[config.mk]
export PLATFORM = sky130hd
export DESIGN_NAME = fetch_buffer
export DESIGN_NICKNAME = d
export VERILOG_FILES = /design/src/verilog/fetch_pkg.sv /design/src/verilog/fetch_buffer_if.sv /design/src/verilog/fetch_assembler.sv /design/src/verilog/fetch_buffer.sv /design/src/verilog/fetch_buffer_ram.sv /design/src/verilog/fetch_occupancy.sv /design/src/verilog/fetch_sequencer.sv
export SDC_FILE = /design/constraint.sdc
export NUM_CORES = 1
export LEC_CHECK = 0
export BUFFER_PORTS_ARGS = -buffer_cell sky130_fd_sc_hd__buf_2
export CORE_MARGIN = 3
export CORE_UTILIZATION = 55
export DETAILED_ROUTE_END_ITERATION = 12
export GPL_TIMING_DRIVEN = 0
export PLACE_DENSITY_LB_ADDON = 0.3
export SLEW_MARGIN = 0
export SYNTH_ARGS = -nofsm -noshare
export SYNTH_HDL_FRONTEND = slang
export SYNTH_SLANG_ARGS = --single-unit
[constraint.sdc]
create_clock -name clock -period 19.5 [get_ports clock]
set_input_delay 5.85 -clock clock [delete_from_list [all_inputs] [get_ports clock]]
set_output_delay 5.85 -clock clock [all_outputs]
set_load 0.005 [all_outputs]
[src/verilog/fetch_pkg.sv]
package fetch_pkg;

  // ========================================
  // Buffer geometry
  // ========================================

  localparam int fetch_depth = 8;                   // Buffer entries.
  localparam int index_w = $clog2(fetch_depth);
  localparam int fetch_limit = 2 * fetch_depth - 2; // Halfwords at which prefetch stops.
  localparam int count_w = index_w + 2;

  // ========================================
  // Types
  // ========================================

  typedef logic [31:0] addr_t;
  typedef logic [31:0] word_t;
  typedef logic [29:0] tag_t;                       // Address bits 31 to 2.
  typedef logic [index_w-1:0] index_t;
  typedef logic [count_w-1:0] count_t;

  // One buffered word with its tag and status.
  typedef struct packed {
    logic error;
    logic valid;
    tag_t tag;
    word_t data;
  } entry_t;

  typedef enum logic [1:0] {
    idle,
    active,
    control,                                        // Waits for the memory to go quiet.
    flush
  } seq_state_t;

endpackage

[src/verilog/fetch_buffer_if.sv]
`timescale 1ns/1ps

interface fetch_buffer_if import fetch_pkg::*; ();

  logic wen;
  index_t waddr;
  entry_t wdata;

  index_t raddr1;     // Word at the request address.
  index_t raddr2;     // Word after it.
  entry_t rdata1;
  entry_t rdata2;

  modport ram (
    input wen,
    input waddr,
    input wdata,
    input raddr1,
    input raddr2,
    output rdata1,
    output rdata2
  );

  modport writer (
    output wen,
    output waddr,
    output wdata
  );

  // The write port is visible here for bypass.
  modport reader (
    input wen,
    input wdata,
    input rdata1,
    input rdata2,
    output raddr1,
    output raddr2
  );

endinterface

[src/verilog/fetch_assembler.sv]
`timescale 1ns/1ps

module fetch_assembler import fetch_pkg::*; (
  input logic fetch_valid,
  input addr_t fetch_addr,
  input logic halt,
  fetch_buffer_if.reader buffer,
  output logic fetch_ready,
  output word_t fetch_rdata,
  output logic fetch_error,
  output count_t step
);

  addr_t next_addr;
  logic byp_cur;
  logic byp_nxt;
  entry_t cur;
  entry_t nxt;
  logic have_cur;
  logic have_nxt;
  logic [15:0] low_half;
  logic compressed;
  logic hit;
  word_t data;
  logic err;

  function automatic logic entry_match(entry_t e, addr_t a);
    return e.valid && (e.tag == a[31:2]);
  endfunction

  assign next_addr = fetch_addr + 32'd4;
  assign buffer.raddr1 = fetch_addr[index_w+1:2];
  assign buffer.raddr2 = next_addr[index_w+1:2];

  // The word being written wins over storage.
  assign byp_cur = buffer.wen & entry_match(buffer.wdata, fetch_addr);
  assign byp_nxt = buffer.wen & entry_match(buffer.wdata, next_addr);
  assign cur = byp_cur ? buffer.wdata : buffer.rdata1;
  assign nxt = byp_nxt ? buffer.wdata : buffer.rdata2;
  assign have_cur = byp_cur | entry_match(buffer.rdata1, fetch_addr);
  assign have_nxt = byp_nxt | entry_match(buffer.rdata2, next_addr);

  assign low_half = fetch_addr[1] ? cur.data[31:16] : cur.data[15:0];
  assign compressed = low_half[1:0] != 2'b11;

  always_comb begin
    hit = have_cur;
    data = cur.data;
    err = cur.error;
    if (compressed) begin
      data = {16'h0000, low_half};
    end else if (fetch_addr[1]) begin
      hit = have_cur & have_nxt;         // Crosses into the next word.
      data = {nxt.data[15:0], low_half};
      err = cur.error | nxt.error;
    end
    fetch_ready = fetch_valid & ~halt & hit;
    fetch_rdata = '0;
    fetch_error = 1'b0;
    step = '0;
    if (fetch_ready) begin
      fetch_rdata = data;
      fetch_error = err;
      step = compressed ? count_t'(1) : count_t'(2);
    end
  end

endmodule

[src/verilog/fetch_buffer.sv]
`timescale 1ns/1ps

module fetch_buffer import fetch_pkg::*; (
  input logic clock,
  input logic reset,
  input logic fetch_valid,
  input logic fetch_fence,
  input logic fetch_spec,
  input addr_t fetch_addr,
  input logic imem_ready,
  input logic imem_error,
  input word_t imem_rdata,
  output logic fetch_ready,
  output word_t fetch_rdata,
  output logic fetch_error,
  output logic imem_valid,
  output addr_t imem_addr
);

  logic halt;
  logic redirect;
  addr_t redirect_addr;
  logic flush_done;
  addr_t prefetch_addr;
  logic prefetch_open;
  count_t step;

  fetch_buffer_if buffer ();

  assign imem_addr = prefetch_addr;

  fetch_buffer_ram ram_i (
    .clock  (clock),
    .buffer (buffer.ram)
  );

  fetch_sequencer seq_i (
    .clock         (clock),
    .reset         (reset),
    .fetch_valid   (fetch_valid),
    .fetch_fence   (fetch_fence),
    .fetch_spec    (fetch_spec),
    .fetch_addr    (fetch_addr),
    .imem_ready    (imem_ready),
    .imem_error    (imem_error),
    .imem_rdata    (imem_rdata),
    .prefetch_addr (prefetch_addr),
    .prefetch_open (prefetch_open),
    .buffer        (buffer.writer),
    .halt          (halt),
    .redirect      (redirect),
    .redirect_addr (redirect_addr),
    .flush_done    (flush_done),
    .imem_valid    (imem_valid)
  );

  // Every memory response is one refill.
  fetch_occupancy occ_i (
    .clock         (clock),
    .reset         (reset),
    .refill        (imem_ready),
    .step          (step),
    .redirect      (redirect),
    .redirect_addr (redirect_addr),
    .flush_done    (flush_done),
    .prefetch_addr (prefetch_addr),
    .prefetch_open (prefetch_open)
  );

  fetch_assembler asm_i (
    .fetch_valid (fetch_valid),
    .fetch_addr  (fetch_addr),
    .halt        (halt),
    .buffer      (buffer.reader),
    .fetch_ready (fetch_ready),
    .fetch_rdata (fetch_rdata),
    .fetch_error (fetch_error),
    .step        (step)
  );

endmodule

[src/verilog/fetch_buffer_ram.sv]
`timescale 1ns/1ps

module fetch_buffer_ram import fetch_pkg::*; (
  input logic clock,
  fetch_buffer_if.ram buffer
);

  entry_t mem [fetch_depth] = '{default: '0};

  assign buffer.rdata1 = mem[buffer.raddr1];
  assign buffer.rdata2 = mem[buffer.raddr2];

  always_ff @(posedge clock) begin
    if (buffer.wen) begin
      mem[buffer.waddr] <= buffer.wdata;
    end
  end

endmodule

[src/verilog/fetch_occupancy.sv]
`timescale 1ns/1ps

module fetch_occupancy import fetch_pkg::*; (
  input logic clock,
  input logic reset,
  input logic refill,
  input count_t step,
  input logic redirect,
  input addr_t redirect_addr,
  input logic flush_done,
  output addr_t prefetch_addr,
  output logic prefetch_open
);

  count_t count;
  count_t count_sum;
  count_t count_next;

  // A word written this cycle may be consumed in the same cycle.
  always_comb begin
    count_sum = count + (refill ? count_t'(2) : count_t'(0));
    count_next = count_sum;
    if (step <= count_sum) begin
      count_next = count_sum - step;
    end
  end

  assign prefetch_open = count < count_t'(fetch_limit);

  always_ff @(posedge clock) begin
    if (reset) begin
      count <= '0;
      prefetch_addr <= '0;
    end else if (redirect || flush_done) begin
      count <= '0;
      prefetch_addr <= redirect_addr;    // Restart at the latched request.
    end else begin
      count <= count_next;
      if (refill) begin
        prefetch_addr <= prefetch_addr + 32'd4;
      end
    end
  end

endmodule

[src/verilog/fetch_sequencer.sv]
`timescale 1ns/1ps

module fetch_sequencer import fetch_pkg::*; (
  input logic clock,
  input logic reset,
  input logic fetch_valid,
  input logic fetch_fence,
  input logic fetch_spec,
  input addr_t fetch_addr,
  input logic imem_ready,
  input logic imem_error,
  input word_t imem_rdata,
  input addr_t prefetch_addr,
  input logic prefetch_open,
  fetch_buffer_if.writer buffer,
  output logic halt,
  output logic redirect,
  output addr_t redirect_addr,
  output logic flush_done,
  output logic imem_valid
);

  seq_state_t state;
  seq_state_t state_next;
  index_t wid;
  index_t wid_next;
  logic pend_fence;
  logic pend_spec;
  addr_t pend_addr;
  logic imem_valid_q;
  logic ctrl_req;
  logic drained;

  assign ctrl_req = fetch_valid & (fetch_fence | fetch_spec);
  assign drained = ~imem_valid_q | imem_ready;   // No word left in flight.
  assign redirect_addr = {pend_addr[31:2], 2'b00};

  // ========================================
  // Next state and buffer writes
  // ========================================

  always_comb begin
    state_next = state;
    wid_next = wid;
    halt = 1'b1;
    redirect = 1'b0;
    flush_done = 1'b0;
    buffer.wen = 1'b0;
    buffer.waddr = '0;
    buffer.wdata = '0;
    case (state)
      idle: begin
        state_next = active;
      end
      active: begin
        halt = ctrl_req;
        if (ctrl_req) begin
          state_next = control;
        end
        if (imem_ready) begin
          buffer.wen = 1'b1;
          buffer.waddr = prefetch_addr[index_w+1:2];
          buffer.wdata = '{error: imem_error, valid: 1'b1,
                           tag: prefetch_addr[31:2], data: imem_rdata};
        end
      end
      control: begin
        if (drained) begin
          if (pend_fence) begin
            state_next = flush;
            wid_next = '0;
            buffer.wen = 1'b1;                   // Entry 0 cleared here.
          end else begin
            state_next = active;
            redirect = pend_spec;
          end
        end
      end
      flush: begin
        if (&wid) begin
          state_next = active;
          flush_done = 1'b1;
        end else begin
          wid_next = wid + 1'b1;
          buffer.wen = 1'b1;
          buffer.waddr = wid_next;
        end
      end
      default: begin
        state_next = idle;
      end
    endcase
    imem_valid = halt ? 1'b0 : prefetch_open;
    if (redirect) begin
      imem_valid = 1'b1;
    end
  end

  // ========================================
  // Registers
  // ========================================

  always_ff @(posedge clock) begin
    if (reset) begin
      state <= idle;
      wid <= '0;
      pend_fence <= 1'b0;
      pend_spec <= 1'b0;
      imem_valid_q <= 1'b0;
    end else begin
      state <= state_next;
      wid <= wid_next;
      imem_valid_q <= imem_valid;
      if (state == active && ctrl_req) begin
        pend_fence <= fetch_fence;
        pend_spec <= fetch_spec;
      end else if (state == control && drained) begin
        pend_fence <= 1'b0;
        pend_spec <= 1'b0;
      end
    end
  end

  always_ff @(posedge clock) begin
    if (state == active && ctrl_req) begin
      pend_addr <= fetch_addr;
    end
  end

endmodule
# --- Yosys cells after proc, flatten, opt, wreduce, memory -nomap -nowiden ---
# Memories as Yosys holds them, arrays and structs flattened.
# Index checks and enable logic that the tools add are counted.
totals:
  ff_bits: 77
  in_bits: 71
  ram_bits: 512
  latchBits: 0
  wordCells: 107
  mem_count: 1
  romBits: 0
  output_inout_bits: 67
memory_table:
  columns: ["name", "words", "word_bits", "read_ports", "rd_ports_with_merged_regs", "wr", "line", "rtl"]
  rows:
  - ["ram_i.mem", 8, 64, 2, 0, 1, "fetch_buffer_ram.sv:8", "entry_t mem [fetch_depth] = '{default: '0};"]
classes:
  shifts: 0
  bitwise: 13
  order_cmp: 2
  n_eq_ne: 13
  n_reduce_logical: 15
  n_div: 0
  add_sub_neg: 5
  mul: 0
  muxes: 49
ops:
  columns: ["operator", "count"]
  rows:
  - ["$mux 64", 4]
  - ["$mux 32", 5]
  - ["$eq 30x30->1", 4]
  - ["$add 32x3->32 const B", 2]
  - ["$mux 1", 22]
  - ["$mux 16", 1]
  - ["$mux 3", 5]
  - ["$mux 2", 6]
  - ["$pmux 3 s2", 2]
  - ["$mux 5", 2]
  - ["$ne 2x1->1 const B", 4]
  - ["$pmux 2 s4", 1]
  - ["$and 1x1->1", 6]
  - ["$logic_and 1x1->1", 6]
  - ["$reduce_and 3->1", 2]
  - ["$reduce_bool 2->1", 3]
  - ["$add 5x5->5", 1]
  - ["$le 5x5->1", 1]
  - ["$lt 5x4->1 const B", 1]
  - ["$or 1x1->1", 5]
  - ["$sub 5x5->5", 1]
  - ["$eq 2x2->1 const B", 2]
  - ["$ne 2x2->1 const B", 2]
  - ["$reduce_and 4->1", 1]
  - ["other kinds (7)", 8]

# --- Longest topological paths before layout ---
logic_depth:
  depth_word: 13
  ltp_mapped: 23

# --- Hierarchy ---
# From an unflattened synthesis, not the netlist that was laid out.
hier_totals:
  hier_cells: 1966
  area_unflattened_um2: 31231.2
by_module_without_submodules:
  columns: ["mod", "cells_each", "instances", "area_per_inst_um2", "seq_area_each_um2"]
  rows:
  - ["fetch_buffer_ram", 979, 1, 23098.4, 15374.7]
  - ["fetch_assembler", 564, 1, 4072.7, 0.0]
  - ["fetch_occupancy", 246, 1, 2143.3, 740.7]
  - ["fetch_sequencer", 177, 1, 1916.8, 1061.0]

# --- Worst setup path before layout ---
# OpenSTA, ideal clock, no wires.
synth_timing:
  kind: "input to output"
  from: "input fetch_addr[2]"
  to: "output fetch_rdata[22]"
  required_ns: 13.650
  t_arrival_ns: 8.935
  setup_slack_ns: 4.715
  stages: 11
  path_cell_list: "buf_4 -> buf_2 -> buf_2 -> buf_1 -> mux4_2 -> a2111oi_0 -> nand4_1 -> o32ai_2 -> o311ai_4 -> buf_6 -> a31oi_2"
synth_between:
  elab_chain_cells: 10
  word_cells_on_any_way: 25
  cone_classes: "add/sub (1); eq/ne (5); mux (8); bitwise (6); reduce/logical (4); memory (1)"
synth_rtl:
  columns: ["element", "line", "rtl"]
  rows:
  - ["from (decl)", "fetch_buffer.sv:9", "input addr_t fetch_addr,"]
  - ["$add 32x3->32", "fetch_assembler.sv:31", "assign next_addr = fetch_addr + 32'd4;"]
  - ["$mem_v2 8x64 / $eq 30x30->1 (equally long branches)", null, null]
  - ["$eq 30x30->1 / $logic_and 1x1->1 (equally long branches)", "fetch_assembler.sv:28", "return e.valid && (e.tag == a[31:2]);"]
  - ["$logic_and 1x1->1 / $and 1x1->1 (equally long branches)", "fetch_assembler.sv:28, fetch_assembler.sv:37", null]
  - ["$or 1x1->1", "fetch_assembler.sv:41", "assign have_nxt = byp_nxt | entry_match(buffer.rdata2, next_addr);"]
  - ["$and 1x1->1", "fetch_assembler.sv:53", "hit = have_cur & have_nxt;"]
  - ["$mux 1", "fetch_assembler.sv:52", "end else if (fetch_addr[1]) begin"]
  - ["$mux 1", "fetch_assembler.sv:50", "if (compressed) begin"]
  - ["$and 1x1->1", "fetch_assembler.sv:57", "fetch_ready = fetch_valid & ~halt & hit;"]
  - ["$mux 32 (*)", "fetch_assembler.sv:61", "if (fetch_ready) begin"]
  - ["to (decl)", "fetch_buffer.sv:14", "output word_t fetch_rdata,"]
# Mark *: on every way between the ends. The rest lies on a longest branch, timed or not.

# --- Final worst setup path ---
layout_timing:
  from: "input fetch_addr[3]"
  to: "output fetch_rdata[29]"
# The elaborated chain is that of the path after synthesis.

==> run_results.csv <==
group,metric,value,unit
logic_synthesis,netlist_top_cells_area,"edfxtp_1 (54%), mux4_2 (15%), mux2i_1 (3.3%)",
logic_synthesis,netlist_area,29900,sq um
timing,period_minus_slack,16900,ps
power,p_leak,12.2,nW
final_layout,finalInstanceArea,34100,sq um
global_routing,antenna_found_initial,0,
global_routing,grt.overflow.total,0,
clock_network,clk_pin_slew,60,ps
timing,timing.final.hold_violations,0,
clock_network,h-tree-depth,2,
routing,vias,20641,
timing,timing.final.crit_share,86.7,%
placed_design,io_buffer_count,134,
setup_path,start_kind,"primary input",
min_path,min_from,"seq_i.pend_spec",
final_layout,drive_above_1_share,25.7,%
clock_network,cts_buffer_depth,3,
setup_path,r2r-end,"occ_i.count[1]",
min_path,hold_path_class,"reg2reg",
clock_network,cts_hold_buffers,0,
final_layout,final_common_cell,"edfxtp_1",
clock_network,cts_buffers,57,
setup_path,r2r_cells,19,
timing,slew_headroom,13.1,%
setup_path,critical_path_class,"in2out",
routing,wl_met3,9340,microns
die,start_util,56.3,%
logic_synthesis,synth_edf_count,542,
logic_synthesis,ys_seq_elements,585,
die,fp.coreArea,53200,sq um
final_layout,nets,2355,
timing,worst_pin_slew,1300,ps
timing,setup_tns,0,ps
logic_synthesis,ys_types,84,
routing,highest-signal-layer,"met4",
routing,wl_met1,33300,microns
routing,drt_iter0_drc,2607,
routing,wl_met2,44200,microns
timing,max_freq,59.2,MHz
routing,postRouteAntennaNets,0,
global_routing,grt_max_degree,33,
final_layout,area_growth_syn_to_layout,13.7,%
logic_synthesis,synth-seq-area-share,57.2,%
global_routing,grt_pass1_vias,20729,
setup_path,ff2ff_setup_slack,12620,ps
logic_synthesis,synth.largest_area_cell,"edfxtp_1",
placed_design,place_hpwl,65900,microns
placed_design,gp_congestion,0.986,
power,p_per_area,84.0,nW/um^2
logic_synthesis,yosysWarnings,0,
routing,drt-total-wl,92700,microns
power,ir_worst_vdd,0.0815,mV
timing,timing.hold.ws,478,ps
die,die_h,239,microns
min_path,hold_end,"seq_i.pend_spec",
final_layout,final_cell_mix,"edfxtp_1 (542), mux4_2 (200), buf_2 (184), nor2_1 (150), nand2_1 (101)",
placed_design,dpl_cell_area,32100,sq um
routing,wl_per_cell,30.8,microns
placed_design,dp.cells,2899,
final_layout,n_antenna_cell,0,
routing,drc,0,
global_routing,grt_usage,32.5,%
die,io_pins,138,
routing,vias_per_cell,6.87,
setup_path,cp-end-kind,"primary output",
logic_synthesis,synthFlopType,"edfxtp_1",
timing,slew_violations,0,
setup_path,path_max_fanout,10,
clock_network,insertion_delay,640,ps
die,design.die.area,57300,sq um
routing,drt_pass1_iterations,8,
logic_synthesis,synth.top_cell.area_share,54.4,%
setup_path,required,13650,ps
clock_network,clock_sinks,585,
clock_network,root_buffer,"clkbuf_16",
timing,rsz0062_at_grt,"false",
min_path,whs_path_depth,2,
setup_path,r2r-start,"seq_i.state[1]",
final_layout,finalNonFillerCells,3006,
clock_network,postCtsSetupRepairBufs,0,
clock_network,cts_tree,"done",
timing,skew,23.4,ps
logic_synthesis,ys_async_sr_fraction,0,%
clock_network,cts_resized,0,
die,die_x,239,microns
logic_synthesis,avgSynthCellArea,14.7,sq um
global_routing,grt_pass1_wl,135000,microns
flow_run,drv_cap,0,
timing,final-setup-viol-count,0,
logic_synthesis,synthCells,2034,
die,std_cell_rows,84,
setup_path,crit_arrival,11050,ps
run_status,status,"finished clean",
[routing by layer]
layer / up-vias / GRT usage (%)
li1: 8546 / -
met1: 10371 / 41.5
met2: 1413 / 53.0
met3: 311 / 6.28
met4: 0 / 17.9
met5: - / 0
[Yosys cell counts (all sizes together) (28+ instances only)]
| cell | n |
|---|---|
| edfxtp | 542 |
| mux4 | 200 |
| nor2 | 155 |
| nand2 | 102 |
| mux2i | 98 |
| xnor2 | 95 |
| buf | 87 |
| clkbuf | 70 |
| and3 | 69 |
| xor2 | 63 |
| nand3 | 56 |
| a21oi | 52 |
| dfxtp | 43 |
| a211oi | 32 |
| nand4 | 31 |
| a31oi | 30 |
| nor4 | 28 |
[flip-flops by register name (all words and copies together) (netlist names)]
| name | cells |
|---|---|
| ram_i.mem | 512 |
| seq_i.wid | 3 |
| occ_i.count | 5 |
| seq_i.state | 2 |
| seq_i.pend_spec | 1 |
| occ_i.prefetch_addr | 30 |
| seq_i.imem_valid_q | 1 |
| seq_i.pend_addr | 30 |
| seq_i.pend_fence | 1 |
[power by group]
group | switching, mW | total [mW] | internal [mW]
clock network | 0.482 | 1.13 | 0.651
registers | 0.0112 | 1.40 | 1.39
logic | 0.203 | 0.327 | 0.124
total | 0.696 | 2.86 | 2.16
[kinds of logic after synthesis]
family,Yosys count,synth area share [%]
flip-flops,585,57.2
AND/OR/NAND/NOR,577,10.5
adder cells (fa/ha/maj),14,0.610
multiplexers,299,18.4
XOR/XNOR,165,5.17
AO/OA/AOI/OAI,209,5.24
other,1,0.0125
buffers and inverters,184,2.87
[how the worst max path moves through the flow]
stage	startpoint	endpoint	slack [ps]	cells past startpoint
after floorplan	fetch_addr[2]	fetch_rdata[22]	4720	11
after global placement	imem_ready	ram_i.mem[6][61]	130	9
after detailed placement	fetch_addr[3]	fetch_rdata[29]	2720	15
after CTS	fetch_addr[3]	fetch_rdata[29]	2720	15
after global routing	fetch_addr[3]	fetch_rdata[29]	2510	15
final	fetch_addr[3]	fetch_rdata[29]	2600	15
[worst max-delay path, cell delays in order]
cell and delay, ps:
buf_2 130, ha_1 220, buf_2 270, xor2_1 650
buf_4 370, buf_2 370, mux2i_1 520, xor2_1 240
a2111oi_0 570, nand4_1 380, nor4_4 570, o311ai_4 240
buf_6 270, a31oi_2 200, buf_2 150
[layout make-up]
type                    instances  area [sq um]
well taps                     688           861
plain buffers                 157           759
clock buffers                  73          1540
multi-input cells            1266         12000
clock inverters                34           388
fillers                      3844         19100
inverters                      27           101
repair buffers                176          1260
flip-flops and latches        585         17100
[metrics by stage]
| step | power [mW] | utilization, % | worst slack [ps] |
|---|---|---|---|
| after global routing | 2.94 | 64.0 | 2510 |
| final | 2.86 | 64.0 | 2600 |
| after CTS | 2.86 | 64.0 | 2720 |
| after floorplan | 1.63 | - | 4720 |
| after detailed placement | 1.75 | 60.4 | 2720 |
| after global placement | 1.74 | 59.2 | 130 |
No activity file was read; power rests on OpenSTA's default activity.
